[src/design/stlb_cfg_pkg.sv]
/*
 * Geometry and width constants for the shared TLB.
 * Import this package before the type package; every RTL block and
 * the testbench take their sizes from here.
 */
package stlb_cfg_pkg;

	// Address and page size
	localparam int ADDR_W    = 32;
	localparam int PAGE_BITS = 14;
	localparam int VPN_W     = ADDR_W - PAGE_BITS;

	// Way and index geometry
	localparam int IDX_BITS    = 4;
	localparam int IDX_ENTRIES = 1 << IDX_BITS;
	localparam int NUM_WAYS    = 4;
	localparam int WAY_BITS    = 2;

	localparam int ASID_W = 8;
	// Generation zero is never the master value
	localparam int GEN_W  = 6;

	// Register port
	localparam int DATA_W = 32;

	// ====================
	// Reset mapping of the top pages
	// ====================
	localparam int ROM_WAY = NUM_WAYS - 1;
	localparam logic [VPN_W-1:0] ROM_VPN_BASE = {{(VPN_W-IDX_BITS){1'b1}}, {IDX_BITS{1'b0}}};
	localparam logic [2:0] ROM_RWX = 3'b111;

endpackage

[src/design/stlb_types_pkg.sv]
/*
 * Packed structs and enums shared by the TLB blocks and the testbench.
 * Entry layout is what each way RAM stores. PTE and VPN register images
 * on the register port are pte_t and vpn_tag_t, zero extended.
 */
package stlb_types_pkg;
	import stlb_cfg_pkg::*;

	// ====================
	// Enums
	// ====================
	typedef enum logic [2:0] {
		REG_PTE  = 3'd0,
		REG_VPN  = 3'd1,
		REG_MISS = 3'd2,
		REG_CTRL = 3'd3,
		REG_CMD  = 3'd4
	} reg_addr_e;

	// CMD register write data bits [1:0]
	typedef enum logic [1:0] {
		CMD_NONE   = 2'd0,
		CMD_WRITE  = 2'd1,
		CMD_READ   = 2'd2,
		CMD_INVALL = 2'd3
	} cmd_e;

	typedef enum logic [2:0] {
		ST_FILL,
		ST_RUN,
		ST_RDWAIT,
		ST_SWEEP_RD,
		ST_SWEEP_WR
	} maint_state_e;

	// ====================
	// Entry
	// ====================
	typedef struct packed {
		logic             valid;
		logic             glob;
		logic [2:0]       rwx;
		logic [VPN_W-1:0] ppn;
	} pte_t;

	typedef struct packed {
		logic [ASID_W-1:0] asid;
		logic [VPN_W-1:0]  vpn;
	} vpn_tag_t;

	typedef struct packed {
		logic [GEN_W-1:0] gen;
		vpn_tag_t         tag;
		pte_t             pte;
	} tlb_entry_t;

	// ====================
	// Ports
	// ====================
	typedef struct packed {
		logic              valid;
		logic [ASID_W-1:0] asid;
		logic [ADDR_W-1:0] vadr;
	} xlat_req_t;

	typedef struct packed {
		logic              valid;
		logic              hit;
		logic [2:0]        rwx;
		logic [ADDR_W-1:0] padr;
		logic [ADDR_W-1:0] vadr;
		logic [ASID_W-1:0] asid;
	} xlat_resp_t;

	typedef struct packed {
		logic              cs;
		logic              we;
		reg_addr_e         addr;
		logic [DATA_W-1:0] wdata;
	} reg_req_t;

	// Entry gen is filled in by maintenance
	typedef struct packed {
		cmd_e                op;
		logic [IDX_BITS-1:0] index;
		logic [WAY_BITS-1:0] way;
		tlb_entry_t          entry;
	} maint_cmd_t;

endpackage

[src/design/stlb_lookup.sv]
/*
 * Lookup pipeline. Stage one indexes every way by the low VPN bits
 * and holds the request; stage two compares tags and registers the
 * response, two clocks after the request.
 */
module stlb_lookup (
	input  logic                                                 rst_i,
	input  logic                                                 clk_g,
	input  stlb_types_pkg::xlat_req_t                            xlat_req_i,
	input  logic [stlb_cfg_pkg::GEN_W-1:0]                       master_gen_i,
	output logic [stlb_cfg_pkg::IDX_BITS-1:0]                    b_addr_o,
	input  stlb_types_pkg::tlb_entry_t [stlb_cfg_pkg::NUM_WAYS-1:0] b_dout_i,
	output stlb_types_pkg::xlat_resp_t                           xlat_resp_o
);
	import stlb_cfg_pkg::*;
	import stlb_types_pkg::*;

	xlat_req_t           req_q;
	logic [VPN_W-1:0]    req_vpn;
	logic [NUM_WAYS-1:0] way_hit;
	xlat_resp_t          resp_d;

	// ====================
	// Stage 1
	// ====================
	assign b_addr_o = xlat_req_i.vadr[PAGE_BITS +: IDX_BITS];

	// Lines up with the RAM read
	always_ff @(posedge clk_g or posedge rst_i) begin
		if (rst_i) begin
			req_q <= '0;
		end else begin
			req_q <= xlat_req_i;
		end
	end

	// ====================
	// Stage 2
	// ====================
	assign req_vpn = req_q.vadr[ADDR_W-1:PAGE_BITS];

	always_comb begin
		for (int w = 0; w < NUM_WAYS; w++) begin
			way_hit[w] = (b_dout_i[w].gen == master_gen_i) &&
				b_dout_i[w].pte.valid &&
				((b_dout_i[w].tag.asid == req_q.asid) || b_dout_i[w].pte.glob) &&
				(b_dout_i[w].tag.vpn == req_vpn);
		end
	end

	// Lowest way wins if several match
	always_comb begin
		resp_d = '0;
		resp_d.valid = req_q.valid;
		resp_d.hit = req_q.valid & (|way_hit);
		resp_d.padr = req_q.vadr;
		resp_d.vadr = req_q.vadr;
		resp_d.asid = req_q.asid;
		for (int w = NUM_WAYS - 1; w >= 0; w--) begin
			if (way_hit[w]) begin
				resp_d.rwx = b_dout_i[w].pte.rwx;
				resp_d.padr = {b_dout_i[w].pte.ppn, req_q.vadr[PAGE_BITS-1:0]};
			end
		end
	end

	always_ff @(posedge clk_g or posedge rst_i) begin
		if (rst_i) begin
			xlat_resp_o <= '0;
		end else begin
			xlat_resp_o <= resp_d;
		end
	end

endmodule

[src/design/stlb_maint.sv]
/*
 * Maintenance side of the TLB: owns port A of every way.
 * After reset it fills ROM_WAY with identity pages, then serves write,
 * read-back and invalidate-all commands. Invalidate bumps the master
 * generation and sweeps every index, clearing entries of old generations.
 */
module stlb_maint (
	input  logic                                                 rst_i,
	input  logic                                                 clk_g,
	input  stlb_types_pkg::maint_cmd_t                           cmd_i,
	output logic                                                 rdy_o,
	output logic [stlb_cfg_pkg::GEN_W-1:0]                       master_gen_o,
	output stlb_types_pkg::tlb_entry_t                           rd_entry_o,
	output logic                                                 rd_done_o,
	output logic [stlb_cfg_pkg::IDX_BITS-1:0]                    a_addr_o,
	output logic [stlb_cfg_pkg::NUM_WAYS-1:0]                    a_we_o,
	output stlb_types_pkg::tlb_entry_t                           a_din_o,
	input  stlb_types_pkg::tlb_entry_t [stlb_cfg_pkg::NUM_WAYS-1:0] a_dout_i
);
	import stlb_cfg_pkg::*;
	import stlb_types_pkg::*;

	maint_state_e        state_q;
	logic [IDX_BITS-1:0] addr_q;
	logic [NUM_WAYS-1:0] we_q;
	logic [WAY_BITS-1:0] way_q;
	tlb_entry_t          din_q;
	tlb_entry_t          rom_din;
	logic [NUM_WAYS-1:0] stale;
	logic [GEN_W-1:0]    gen_next;
	logic                busy;
	logic                accept;

	// Pending write or read-back still in flight
	assign busy   = (|we_q) | rd_done_o;
	assign accept = (state_q == ST_RUN) && !busy;
	assign rdy_o  = accept && (cmd_i.op == CMD_NONE);

	// Master count skips zero on wrap
	assign gen_next = (master_gen_o == '1) ? GEN_W'(1) : master_gen_o + 1'b1;

	// Identity page for the current fill index
	always_comb begin
		rom_din = '0;
		rom_din.gen = master_gen_o;
		rom_din.tag.vpn = ROM_VPN_BASE | VPN_W'(addr_q);
		rom_din.pte.valid = 1'b1;
		rom_din.pte.glob = 1'b1;
		rom_din.pte.rwx = ROM_RWX;
		rom_din.pte.ppn = ROM_VPN_BASE | VPN_W'(addr_q);
	end

	always_comb begin
		for (int w = 0; w < NUM_WAYS; w++) begin
			stale[w] = a_dout_i[w].gen != master_gen_o;
		end
	end

	// ====================
	// Port A drive
	// ====================
	assign a_addr_o   = addr_q;
	assign a_din_o    = (state_q == ST_FILL) ? rom_din : din_q;
	assign rd_entry_o = a_dout_i[way_q];

	always_comb begin
		a_we_o = we_q;
		case (state_q)
			ST_FILL:     a_we_o[ROM_WAY] = 1'b1;
			ST_SWEEP_WR: a_we_o = stale;
			default: ;
		endcase
	end

	// ====================
	// FSM
	// ====================
	always_ff @(posedge clk_g or posedge rst_i) begin
		if (rst_i) begin
			state_q      <= ST_FILL;
			addr_q       <= '0;
			we_q         <= '0;
			rd_done_o    <= 1'b0;
			master_gen_o <= GEN_W'(1);
		end else begin
			we_q      <= '0;
			rd_done_o <= 1'b0;
			case (state_q)
				ST_FILL: begin
					addr_q <= addr_q + 1'b1;
					if (addr_q == IDX_BITS'(IDX_ENTRIES - 1)) begin
						state_q <= ST_RUN;
					end
				end
				ST_RUN: begin
					if (accept) begin
						case (cmd_i.op)
							CMD_WRITE: begin
								we_q   <= NUM_WAYS'(1) << cmd_i.way;
								addr_q <= cmd_i.index;
							end
							CMD_READ: begin
								addr_q  <= cmd_i.index;
								state_q <= ST_RDWAIT;
							end
							CMD_INVALL: begin
								master_gen_o <= gen_next;
								addr_q       <= '0;
								state_q      <= ST_SWEEP_RD;
							end
							default: ;
						endcase
					end
				end
				// RAM data lands at this edge
				ST_RDWAIT: begin
					rd_done_o <= 1'b1;
					state_q   <= ST_RUN;
				end
				ST_SWEEP_RD: state_q <= ST_SWEEP_WR;
				ST_SWEEP_WR: begin
					addr_q <= addr_q + 1'b1;
					if (addr_q == IDX_BITS'(IDX_ENTRIES - 1)) begin
						state_q <= ST_RUN;
					end else begin
						state_q <= ST_SWEEP_RD;
					end
				end
				default: state_q <= ST_RUN;
			endcase
		end
	end

	// Command payload
	always_ff @(posedge clk_g) begin
		if (accept) begin
			case (cmd_i.op)
				CMD_WRITE: begin
					din_q     <= cmd_i.entry;
					din_q.gen <= master_gen_o;
				end
				CMD_READ:   way_q <= cmd_i.way;
				// Cleared entry for the sweep, valid low
				CMD_INVALL: din_q <= '0;
				default: ;
			endcase
		end
	end

endmodule

[src/design/stlb_regs.sv]
/*
 * Software register file of the TLB.
 * CTRL holds index in [IDX_BITS-1:0] and way just above it; reads of CTRL
 * also return the missing ASID in the top byte. A CMD write sends one
 * maint command pulse on the next cycle. Read data follows a cs read by
 * one clock.
 */
module stlb_regs (
	input  logic                               rst_i,
	input  logic                               clk_g,
	input  stlb_types_pkg::reg_req_t           reg_req_i,
	output logic [stlb_cfg_pkg::DATA_W-1:0]    reg_rdata_o,
	output stlb_types_pkg::maint_cmd_t         cmd_o,
	input  stlb_types_pkg::tlb_entry_t         rd_entry_i,
	input  logic                               rd_done_i,
	input  stlb_types_pkg::xlat_resp_t         xlat_resp_i,
	output logic                               miss_irq_o
);
	import stlb_cfg_pkg::*;
	import stlb_types_pkg::*;

	pte_t                pte_q;
	vpn_tag_t            vpn_q;
	logic [IDX_BITS-1:0] idx_q;
	logic [WAY_BITS-1:0] way_q;
	logic [ADDR_W-1:0]   miss_vadr_q;
	logic [ASID_W-1:0]   miss_asid_q;
	logic [DATA_W-1:0]   rd_mux;
	logic                wr_en;
	logic                rd_en;

	assign wr_en = reg_req_i.cs & reg_req_i.we;
	assign rd_en = reg_req_i.cs & ~reg_req_i.we;

	// Interrupt lines up with the missing response
	assign miss_irq_o = xlat_resp_i.valid & ~xlat_resp_i.hit;

	// ====================
	// Writes and read-back
	// ====================
	always_ff @(posedge clk_g or posedge rst_i) begin
		if (rst_i) begin
			pte_q <= '0;
			vpn_q <= '0;
			idx_q <= '0;
			way_q <= '0;
		end else begin
			if (wr_en) begin
				case (reg_req_i.addr)
					REG_PTE:  pte_q <= pte_t'(reg_req_i.wdata[$bits(pte_t)-1:0]);
					REG_VPN:  vpn_q <= vpn_tag_t'(reg_req_i.wdata[$bits(vpn_tag_t)-1:0]);
					REG_CTRL: begin
						idx_q <= reg_req_i.wdata[IDX_BITS-1:0];
						way_q <= reg_req_i.wdata[IDX_BITS +: WAY_BITS];
					end
					default: ;
				endcase
			end
			// Entry read completes into PTE/VPN
			if (rd_done_i) begin
				pte_q <= rd_entry_i.pte;
				vpn_q <= rd_entry_i.tag;
			end
		end
	end

	// Command pulse, one cycle wide
	always_ff @(posedge clk_g or posedge rst_i) begin
		if (rst_i) begin
			cmd_o <= '0;
		end else begin
			cmd_o.op <= CMD_NONE;
			if (wr_en && reg_req_i.addr == REG_CMD) begin
				cmd_o.op        <= cmd_e'(reg_req_i.wdata[1:0]);
				cmd_o.index     <= idx_q;
				cmd_o.way       <= way_q;
				cmd_o.entry.gen <= '0;
				cmd_o.entry.tag <= vpn_q;
				cmd_o.entry.pte <= pte_q;
			end
		end
	end

	// Miss capture
	always_ff @(posedge clk_g or posedge rst_i) begin
		if (rst_i) begin
			miss_vadr_q <= '0;
			miss_asid_q <= '0;
		end else if (miss_irq_o) begin
			miss_vadr_q <= xlat_resp_i.vadr;
			miss_asid_q <= xlat_resp_i.asid;
		end
	end

	// ====================
	// Read data
	// ====================
	always_comb begin
		rd_mux = '0;
		case (reg_req_i.addr)
			REG_PTE:  rd_mux[$bits(pte_t)-1:0] = pte_q;
			REG_VPN:  rd_mux[$bits(vpn_tag_t)-1:0] = vpn_q;
			REG_MISS: rd_mux[ADDR_W-1:0] = miss_vadr_q;
			REG_CTRL: begin
				rd_mux[IDX_BITS-1:0] = idx_q;
				rd_mux[IDX_BITS +: WAY_BITS] = way_q;
				rd_mux[DATA_W-1 -: ASID_W] = miss_asid_q;
			end
			default: rd_mux = '0;
		endcase
	end

	always_ff @(posedge clk_g or posedge rst_i) begin
		if (rst_i) begin
			reg_rdata_o <= '0;
		end else if (rd_en) begin
			reg_rdata_o <= rd_mux;
		end else begin
			reg_rdata_o <= '0;
		end
	end

endmodule

[src/design/stlb_top.sv]
/*
 * Shared TLB top level. Connects the register file, maintenance FSM,
 * lookup pipeline and NUM_WAYS dual-port way RAMs.
 */
module stlb_top (
	input  logic                               rst_i,
	input  logic                               clk_g,
	input  stlb_types_pkg::xlat_req_t          xlat_req_i,
	output stlb_types_pkg::xlat_resp_t         xlat_resp_o,
	output logic                               miss_irq_o,
	output logic                               rdy_o,
	input  stlb_types_pkg::reg_req_t           reg_req_i,
	output logic [stlb_cfg_pkg::DATA_W-1:0]    reg_rdata_o
);
	import stlb_cfg_pkg::*;
	import stlb_types_pkg::*;

	maint_cmd_t                 cmd;
	tlb_entry_t                 rd_entry;
	logic                       rd_done;
	logic [GEN_W-1:0]           master_gen;
	logic [IDX_BITS-1:0]        a_addr;
	logic [IDX_BITS-1:0]        b_addr;
	logic [NUM_WAYS-1:0]        a_we;
	tlb_entry_t                 a_din;
	tlb_entry_t [NUM_WAYS-1:0]  a_dout;
	tlb_entry_t [NUM_WAYS-1:0]  b_dout;

	stlb_regs u_regs (
		.rst_i       (rst_i),
		.clk_g       (clk_g),
		.reg_req_i   (reg_req_i),
		.reg_rdata_o (reg_rdata_o),
		.cmd_o       (cmd),
		.rd_entry_i  (rd_entry),
		.rd_done_i   (rd_done),
		.xlat_resp_i (xlat_resp_o),
		.miss_irq_o  (miss_irq_o)
	);

	stlb_maint u_maint (
		.rst_i        (rst_i),
		.clk_g        (clk_g),
		.cmd_i        (cmd),
		.rdy_o        (rdy_o),
		.master_gen_o (master_gen),
		.rd_entry_o   (rd_entry),
		.rd_done_o    (rd_done),
		.a_addr_o     (a_addr),
		.a_we_o       (a_we),
		.a_din_o      (a_din),
		.a_dout_i     (a_dout)
	);

	stlb_lookup u_lookup (
		.rst_i        (rst_i),
		.clk_g        (clk_g),
		.xlat_req_i   (xlat_req_i),
		.master_gen_i (master_gen),
		.b_addr_o     (b_addr),
		.b_dout_i     (b_dout),
		.xlat_resp_o  (xlat_resp_o)
	);

	// Ways share port A address and data
	for (genvar g = 0; g < NUM_WAYS; g++) begin : g_way
		stlb_way_ram u_way (
			.clk_g    (clk_g),
			.a_addr_i (a_addr),
			.a_we_i   (a_we[g]),
			.a_din_i  (a_din),
			.a_dout_o (a_dout[g]),
			.b_addr_i (b_addr),
			.b_dout_o (b_dout[g])
		);
	end

endmodule

[src/design/stlb_way_ram.sv]
/*
 * One TLB way. Port A is the maintenance read/write port, port B the
 * read-only lookup port. Both reads are registered, so data appears
 * the cycle after the address, as in a block RAM.
 */
module stlb_way_ram (
	input  logic                                clk_g,
	input  logic [stlb_cfg_pkg::IDX_BITS-1:0]   a_addr_i,
	input  logic                                a_we_i,
	input  stlb_types_pkg::tlb_entry_t          a_din_i,
	output stlb_types_pkg::tlb_entry_t          a_dout_o,
	input  logic [stlb_cfg_pkg::IDX_BITS-1:0]   b_addr_i,
	output stlb_types_pkg::tlb_entry_t          b_dout_o
);
	import stlb_cfg_pkg::*;
	import stlb_types_pkg::*;

	tlb_entry_t mem [IDX_ENTRIES];

	// Port A, old data on a write cycle
	always_ff @(posedge clk_g) begin
		if (a_we_i) begin
			mem[a_addr_i] <= a_din_i;
		end
		a_dout_o <= mem[a_addr_i];
	end

	// Port B
	always_ff @(posedge clk_g) begin
		b_dout_o <= mem[b_addr_i];
	end

endmodule

[config.mk]
export PLATFORM = sky130hd
export DESIGN_NAME = stlb_top
export DESIGN_NICKNAME = d
export VERILOG_FILES = /design/src/design/stlb_cfg_pkg.sv /design/src/design/stlb_types_pkg.sv /design/src/design/stlb_lookup.sv /design/src/design/stlb_maint.sv /design/src/design/stlb_regs.sv /design/src/design/stlb_top.sv /design/src/design/stlb_way_ram.sv
export SDC_FILE = /design/constraint.sdc
export NUM_CORES = 2
export LEC_CHECK = 0
export BUFFER_PORTS_ARGS = -buffer_cell sky130_fd_sc_hd__buf_2
export CORE_MARGIN = 4
export CORE_UTILIZATION = 30
export CTS_CLUSTER_DIAMETER = 30
export DETAILED_ROUTE_END_ITERATION = 10
export SYNTH_ARGS = -nofsm -noshare
export SYNTH_HDL_FRONTEND = slang
export SYNTH_HIERARCHICAL = 1
export SYNTH_SLANG_ARGS = --single-unit
[constraint.sdc]
create_clock -name clk_g -period 7.5 [get_ports clk_g]
set_input_delay 0.75 -clock clk_g [delete_from_list [all_inputs] [get_ports clk_g]]
set_output_delay 0.75 -clock clk_g [all_outputs]
set_load 0.02 [all_outputs]
### Yosys cells after proc, flatten, opt, wreduce, memory -nomap -nowiden

Memory sizes are Yosys's and may differ from the RTL's. A register that Yosys moved wholly into a read port is not among the register bits.
Index checks and enable logic that the tools add are counted.
W data, S select, Z words.

* register bits: 377
* bits in latches: 0
* memory bits (writable): 3520
* bits in read-only memories: 0
* output and inout bits: 111
* word-level logic and storage cells: 174
* memories kept: 4

Memories
* g_way[0].u_way.mem: depth 16, bits a word 55, read ports 2, clocked after Yosys merged registers in 2, write ports 1, line stlb_way_ram.sv:18 `tlb_entry_t mem [IDX_ENTRIES];`
* g_way[1].u_way.mem: depth 16, bits a word 55, read ports 2, clocked after Yosys merged registers in 2, write ports 1, line stlb_way_ram.sv:18
* g_way[2].u_way.mem: depth 16, bits a word 55, read ports 2, clocked after Yosys merged registers in 2, write ports 1, line stlb_way_ram.sv:18
* g_way[3].u_way.mem: depth 16, bits a word 55, read ports 2, clocked after Yosys merged registers in 2, write ports 1, line stlb_way_ram.sv:18

* $add $sub $neg: 2
* multipliers: 0
* div/mod/pow operators: 0
* order comparisons: 1
* equal/unequal tests: 33
* shifts and indexed selects: 1
* multiplexer cells: 44
* bitwise operators: 7
* reductions and logical operators: 40

Operators by type and width (count)
* $mux W35: 4
* $bmux W55 S2: 1
* $pmux W55 S2: 1
* $mux W26: 3
* $eq A18 B18 Y1: 4
* $mux W23: 3
* $mux W63: 1
* $mux W55: 1
* $pmux W17 S3: 1
* $mux W49: 1
* $eq A8 B8 Y1: 4
* $mux W32: 1
* $eq A6 B6 Y1: 4
* $ne A6 B6 Y1: 4
* $pmux W6 S4: 1
* $mux W4: 4
* $pmux W4 S2: 2
* $logic_and A1 B1 Y1: 15
* $eq A3 B2 Y1 const B: 4
* $pmux W3 S4: 1
* $pmux W6 S2: 1
* $reduce_and A2 Y1: 5
* $reduce_bool A2 Y1: 5
* $mux W1: 9
* other kinds (29): 48

### Depth between registers and ports, before layout

* depth after elaboration: 8
* gate-level depth with buffers: 10

### Hierarchy

Netlist, hierarchy kept.

By module, submodules not included
* stlb_way_ram (g_way[0].u_way ...): times used 2, cells each 1937, area an instance 41543.6 sq um, sequential area each 28627.5 sq um
* stlb_way_ram (g_way[2].u_way): times used 1, cells each 1937, area an instance 41533.6 sq um, sequential area each 28627.5 sq um
* stlb_way_ram (g_way[3].u_way): times used 1, cells each 1936, area an instance 41451.0 sq um, sequential area each 28627.5 sq um
* stlb_regs: times used 1, cells each 660, area an instance 8141.6 sq um, sequential area each 4604.4 sq um
* stlb_lookup: times used 1, cells each 517, area an instance 5655.4 sq um, sequential area each 2602.5 sq um
* stlb_maint: times used 1, cells each 427, area an instance 5211.2 sq um, sequential area each 2163.3 sq um

### Least setup slack after synthesis

Ideal clock, no wire load.

* path kind: flip-flop to flip-flop
* start point: register u_maint.state_q[1]
* end point: memory g_way[2].u_way/mem[0][0] (netlist name) (enable)
* library setup time: 0.536 ns
* arrival time: 5.536 ns
* required time: 6.964 ns
* slack: 1.429 ns
* cell stages (with the launch flop): 9
* buffers on the path: 2
* clock period less this slack: 6.071 ns
* cell sequence: dfrtp_1 > buf_4 > nor2_1 > and2_1 > clkbuf_1 > nor2_1 > a21oi_1 > or3b_1 > nor3_1

* word-level cells in the longest chain between the ends: 4

RTL lines
* start, declared: line stlb_maint.sv:23 `maint_state_e state_q;`
* start signal, assigned: line stlb_maint.sv:80 `state_q <= ST_FILL;`
* start signal, assigned: line stlb_maint.sv:92 `state_q <= ST_RUN;`
* start signal, assigned: line stlb_maint.sv:104 `state_q <= ST_RDWAIT;`
* $eq A3 B3 Y1: line stlb_maint.sv:68 `case (state_q)`
* $mux W3: line stlb_maint.sv:68
* via a_we[2]: line stlb_top.sv:24 `logic [NUM_WAYS-1:0] a_we;`
* $mux W1: line stlb_way_ram.sv:22 `if (a_we_i) begin`
* $mux W1 (not written as such): line stlb_way_ram.sv:23 `mem[a_addr_i] <= a_din_i;`
* end, declared: line stlb_way_ram.sv:18

The timed path passes the listed nets, and every way through them passes these cells.

### Worst setup path after layout

* start point: register u_maint.state_q[0]
* end point: memory g_way[0].u_way/mem[14][50] (netlist name) (enable)

* word-level cells in the longest chain between the ends: 4

RTL lines (line)
* $eq A3 B3 Y1: stlb_maint.sv:68
* $mux W3: stlb_maint.sv:68
* via a_we[0]: stlb_top.sv:24
* $mux W1: stlb_way_ram.sv:22
* $mux W1 (not written as such): stlb_way_ram.sv:23
* end, declared: stlb_way_ram.sv:18

The timed path passes the listed nets, and every way through them passes these cells.

==> results.toml <==
[power_and_ir_drop]
internal_power_uw = 60100
leakage_uw = 0.0746
power_frac_comb_pct = 20.2
swShare_pct = 29.1
pwr_density_cell_mw_per_mm2 = 377
clockPowerShare_pct = 44.3
peakVddDrop_uv = 354
seq_power_share_pct = 35.5
totalPowerFinal_uw = 84800
p_switching_uw = 24700

[cells_and_area]
layout_commonest_cell = "edfxtp_1"
drive_above_1_share_pct = 37.4
mostFrequentLayoutCells = "edfxtp_1 (3577), mux4_2 (1811), a22oi_1 (883)"
nets = 10000
fin_util_pct = 36.6
syn_to_final_growth_pct = 21.7

[detailed_routing]
routed_wl_um = 627000
vias = 107000
avgRoutedWirePerCell_um = 33.3
drtAntennaViolNets = 0
vias_per_cell = 5.71
drtIter0Drc = 15900
firstDrtPassIters = 6
drc = 0

[sta]
finClkSkew_ns = 0.0685
fin_crit_sh_pct = 63.2
final.setup.tns_ns = 0
post-route-min-period_ns = 4.74
rsz0062_at_grt = "no"
hold_viol = 0
fmax_mhz = 211
finalSetupViolCount = 0
drv_slew = 0
slew_headroom_pct = 6.72
worstMarginPinSlew_ns = 1.36

[global_route]
antenna_found_initial = 91
grt_max_degree = 134
first_global_vias = 107000
grt_use_total_pct = 19.4
grt_overflow = 0
grt_pass1_wl_um = 859000

[worst_setup_path]
crit_buf_inv = 2
startpoint_type = "register"
r2r-start = "u_maint/state_q[0]$_DFFE_PP0P_"
worstPathCellList = "nor2_1 > and2_1 > nor2_1 > a21oi_1 > nand3b_1 > nor2_4 > buf_4 > buf_4"
crit_path_top_delay_cell = "buf_4"
cp.arrival_ns = 5.44
required_ns = 8.20
reg2reg_slack_ns = 2.76
r2r-end = "g_way[0].u_way/mem[14][50]$_DFFE_PP_"
worstPathMaxFanout = 31
critPathTopFamily = "simple AND/OR/NAND/NOR gates"
endpoint_kind = "register"
critPathMaxStageDelay_ns = 0.85
path_class = "reg -> reg"
r2r_cells = 8

[clocking]
cts_buffers = 791
clock-sinks = 4323
clk_pin_slew_worst_paths_ns = 0.05
htreeDepth = 6
insertion_delay_ns = 1.11
cts_tree = "built"
cts.path.max_buffers = 4
root_buffer = "clkbuf_16"

[floorplanning]
num_rows = 288
ios = 191
dieArea_mm2 = 0.629
die_y_um = 793
fp.coreArea_mm2 = 0.615
die_w_um = 793
initial_utilization_pct = 30.1

[run_status]
status = "completed"

[hold_path]
min_to = "u_regs/vpn_q[16]$_DFFE_PP0P_"
worstHoldStart = "reg_req_i[16]"
worstHoldPathCells = 3
hold_class = "in -> reg"

[place]
dp_hpwl_um = 374000
io_buffers = 184
place.gp.congestion = 0.880

[synth]
synth_area_mm2 = 0.185
syn_nets = 9424
syn_area_per_cell_um2 = 19.8
synth_warnings = 6
syn-instance-count = 9338

[job]
maxCapViolCount = 0
[through the flow]
step / instances / hold WS (ns) / setup WS, ns / area [um2]
2_1_floorplan: 9338 / 0.331 / 1.43 / 185000
3_3_place_gp: 17200 / 0.333 / 2.95 / 196000
3_5_place_dp: 17200 / 0.335 / 2.92 / 196000
4_1_cts: 18800 / 0.00365 / 2.92 / 225000
5_1_grt: 18800 / 0.0730 / 2.79 / 225000
6_report: 18800 / 0.0816 / 2.76 / 225000
[worst max path at each step]
stage	from	end	slack [ns]	depth (start not counted)
floorplan	u_maint/state_q[1]$_DFFE_PP0P_	g_way[2].u_way/mem[0][0]$_DFFE_PP_	1.43	8
global placement	u_maint/state_q[0]$_DFFE_PP0P_	g_way[0].u_way/mem[14][36]$_DFFE_PP_	2.95	8
detailed placement	u_maint/state_q[0]$_DFFE_PP0P_	g_way[0].u_way/mem[14][36]$_DFFE_PP_	2.92	8
CTS	u_maint/state_q[0]$_DFFE_PP0P_	g_way[0].u_way/mem[14][26]$_DFFE_PP_	2.92	8
global route	u_maint/state_q[0]$_DFFE_PP0P_	g_way[0].u_way/mem[14][26]$_DFFE_PP_	2.79	8
finish	u_maint/state_q[0]$_DFFE_PP0P_	g_way[0].u_way/mem[14][50]$_DFFE_PP_	2.76	8
[per-layer routing]
layer	global-route usage, %	share of wire [%]
met1	26.4	38
met2	29.2	45
met3	5.65	13
met4	7.88	4.4
met5	0.114	0.053
[power groups by stage]
stage	registers, uW	clock network, uW	logic (uW)
after floorplan	29600	0	11300
after global placement	30500	0	16800
after detailed placement	30500	0	16900
after CTS	30100	37900	17000
after global routing	30100	39200	18000
final	30100	37600	17100
[registers in the layout, summed over array words and instances, names as in the netlist, 4 cells and up]
signal	cells
g_way.u_way/mem	3520
g_way.u_way/a_dout_o	220
g_way.u_way/b_dout_o	220
u_lookup/xlat_resp_o	63
u_regs/cmd_o	57
u_maint/din_q	55
u_lookup/req_q	41
u_regs/miss_vadr_q	32
u_regs/reg_rdata_o	32
u_regs/vpn_q	26
u_regs/pte_q	23
u_regs/miss_asid_q	8
u_maint/master_gen_o	6
u_maint/a_addr_o	4
u_maint/we_q	4
u_regs/idx_q	4
[timing repair]
item,CTS,global route
hold buffers,52,0
buffers inserted,0,0
hold endpoints to repair,202,0
resized for setup,0,0
[worst register-to-register path, cell delays in order, from the launching register on]
cell and delay, ns:
dfrtp_1 0.54, nor2_1 0.40, and2_1 0.51, nor2_1 0.12, a21oi_1 0.59, nand3b_1 0.43
nor2_4 0.19, buf_4 0.60, buf_4 0.92
[final cells by class]
class | count | area [um2]
Tap cell | 8120 | 10200
Sequential cell | 4323 | 124000
Inverter | 13 | 61.3
Fill cell | 55900 | 390000
Timing Repair Buffer | 554 | 4340
Antenna cell | 17 | 42.5
Clock inverter | 510 | 6960
Clock buffer | 991 | 21600
Multi-Input combinational cell | 4267 | 58000
Power figures use the tool's default switching activity.
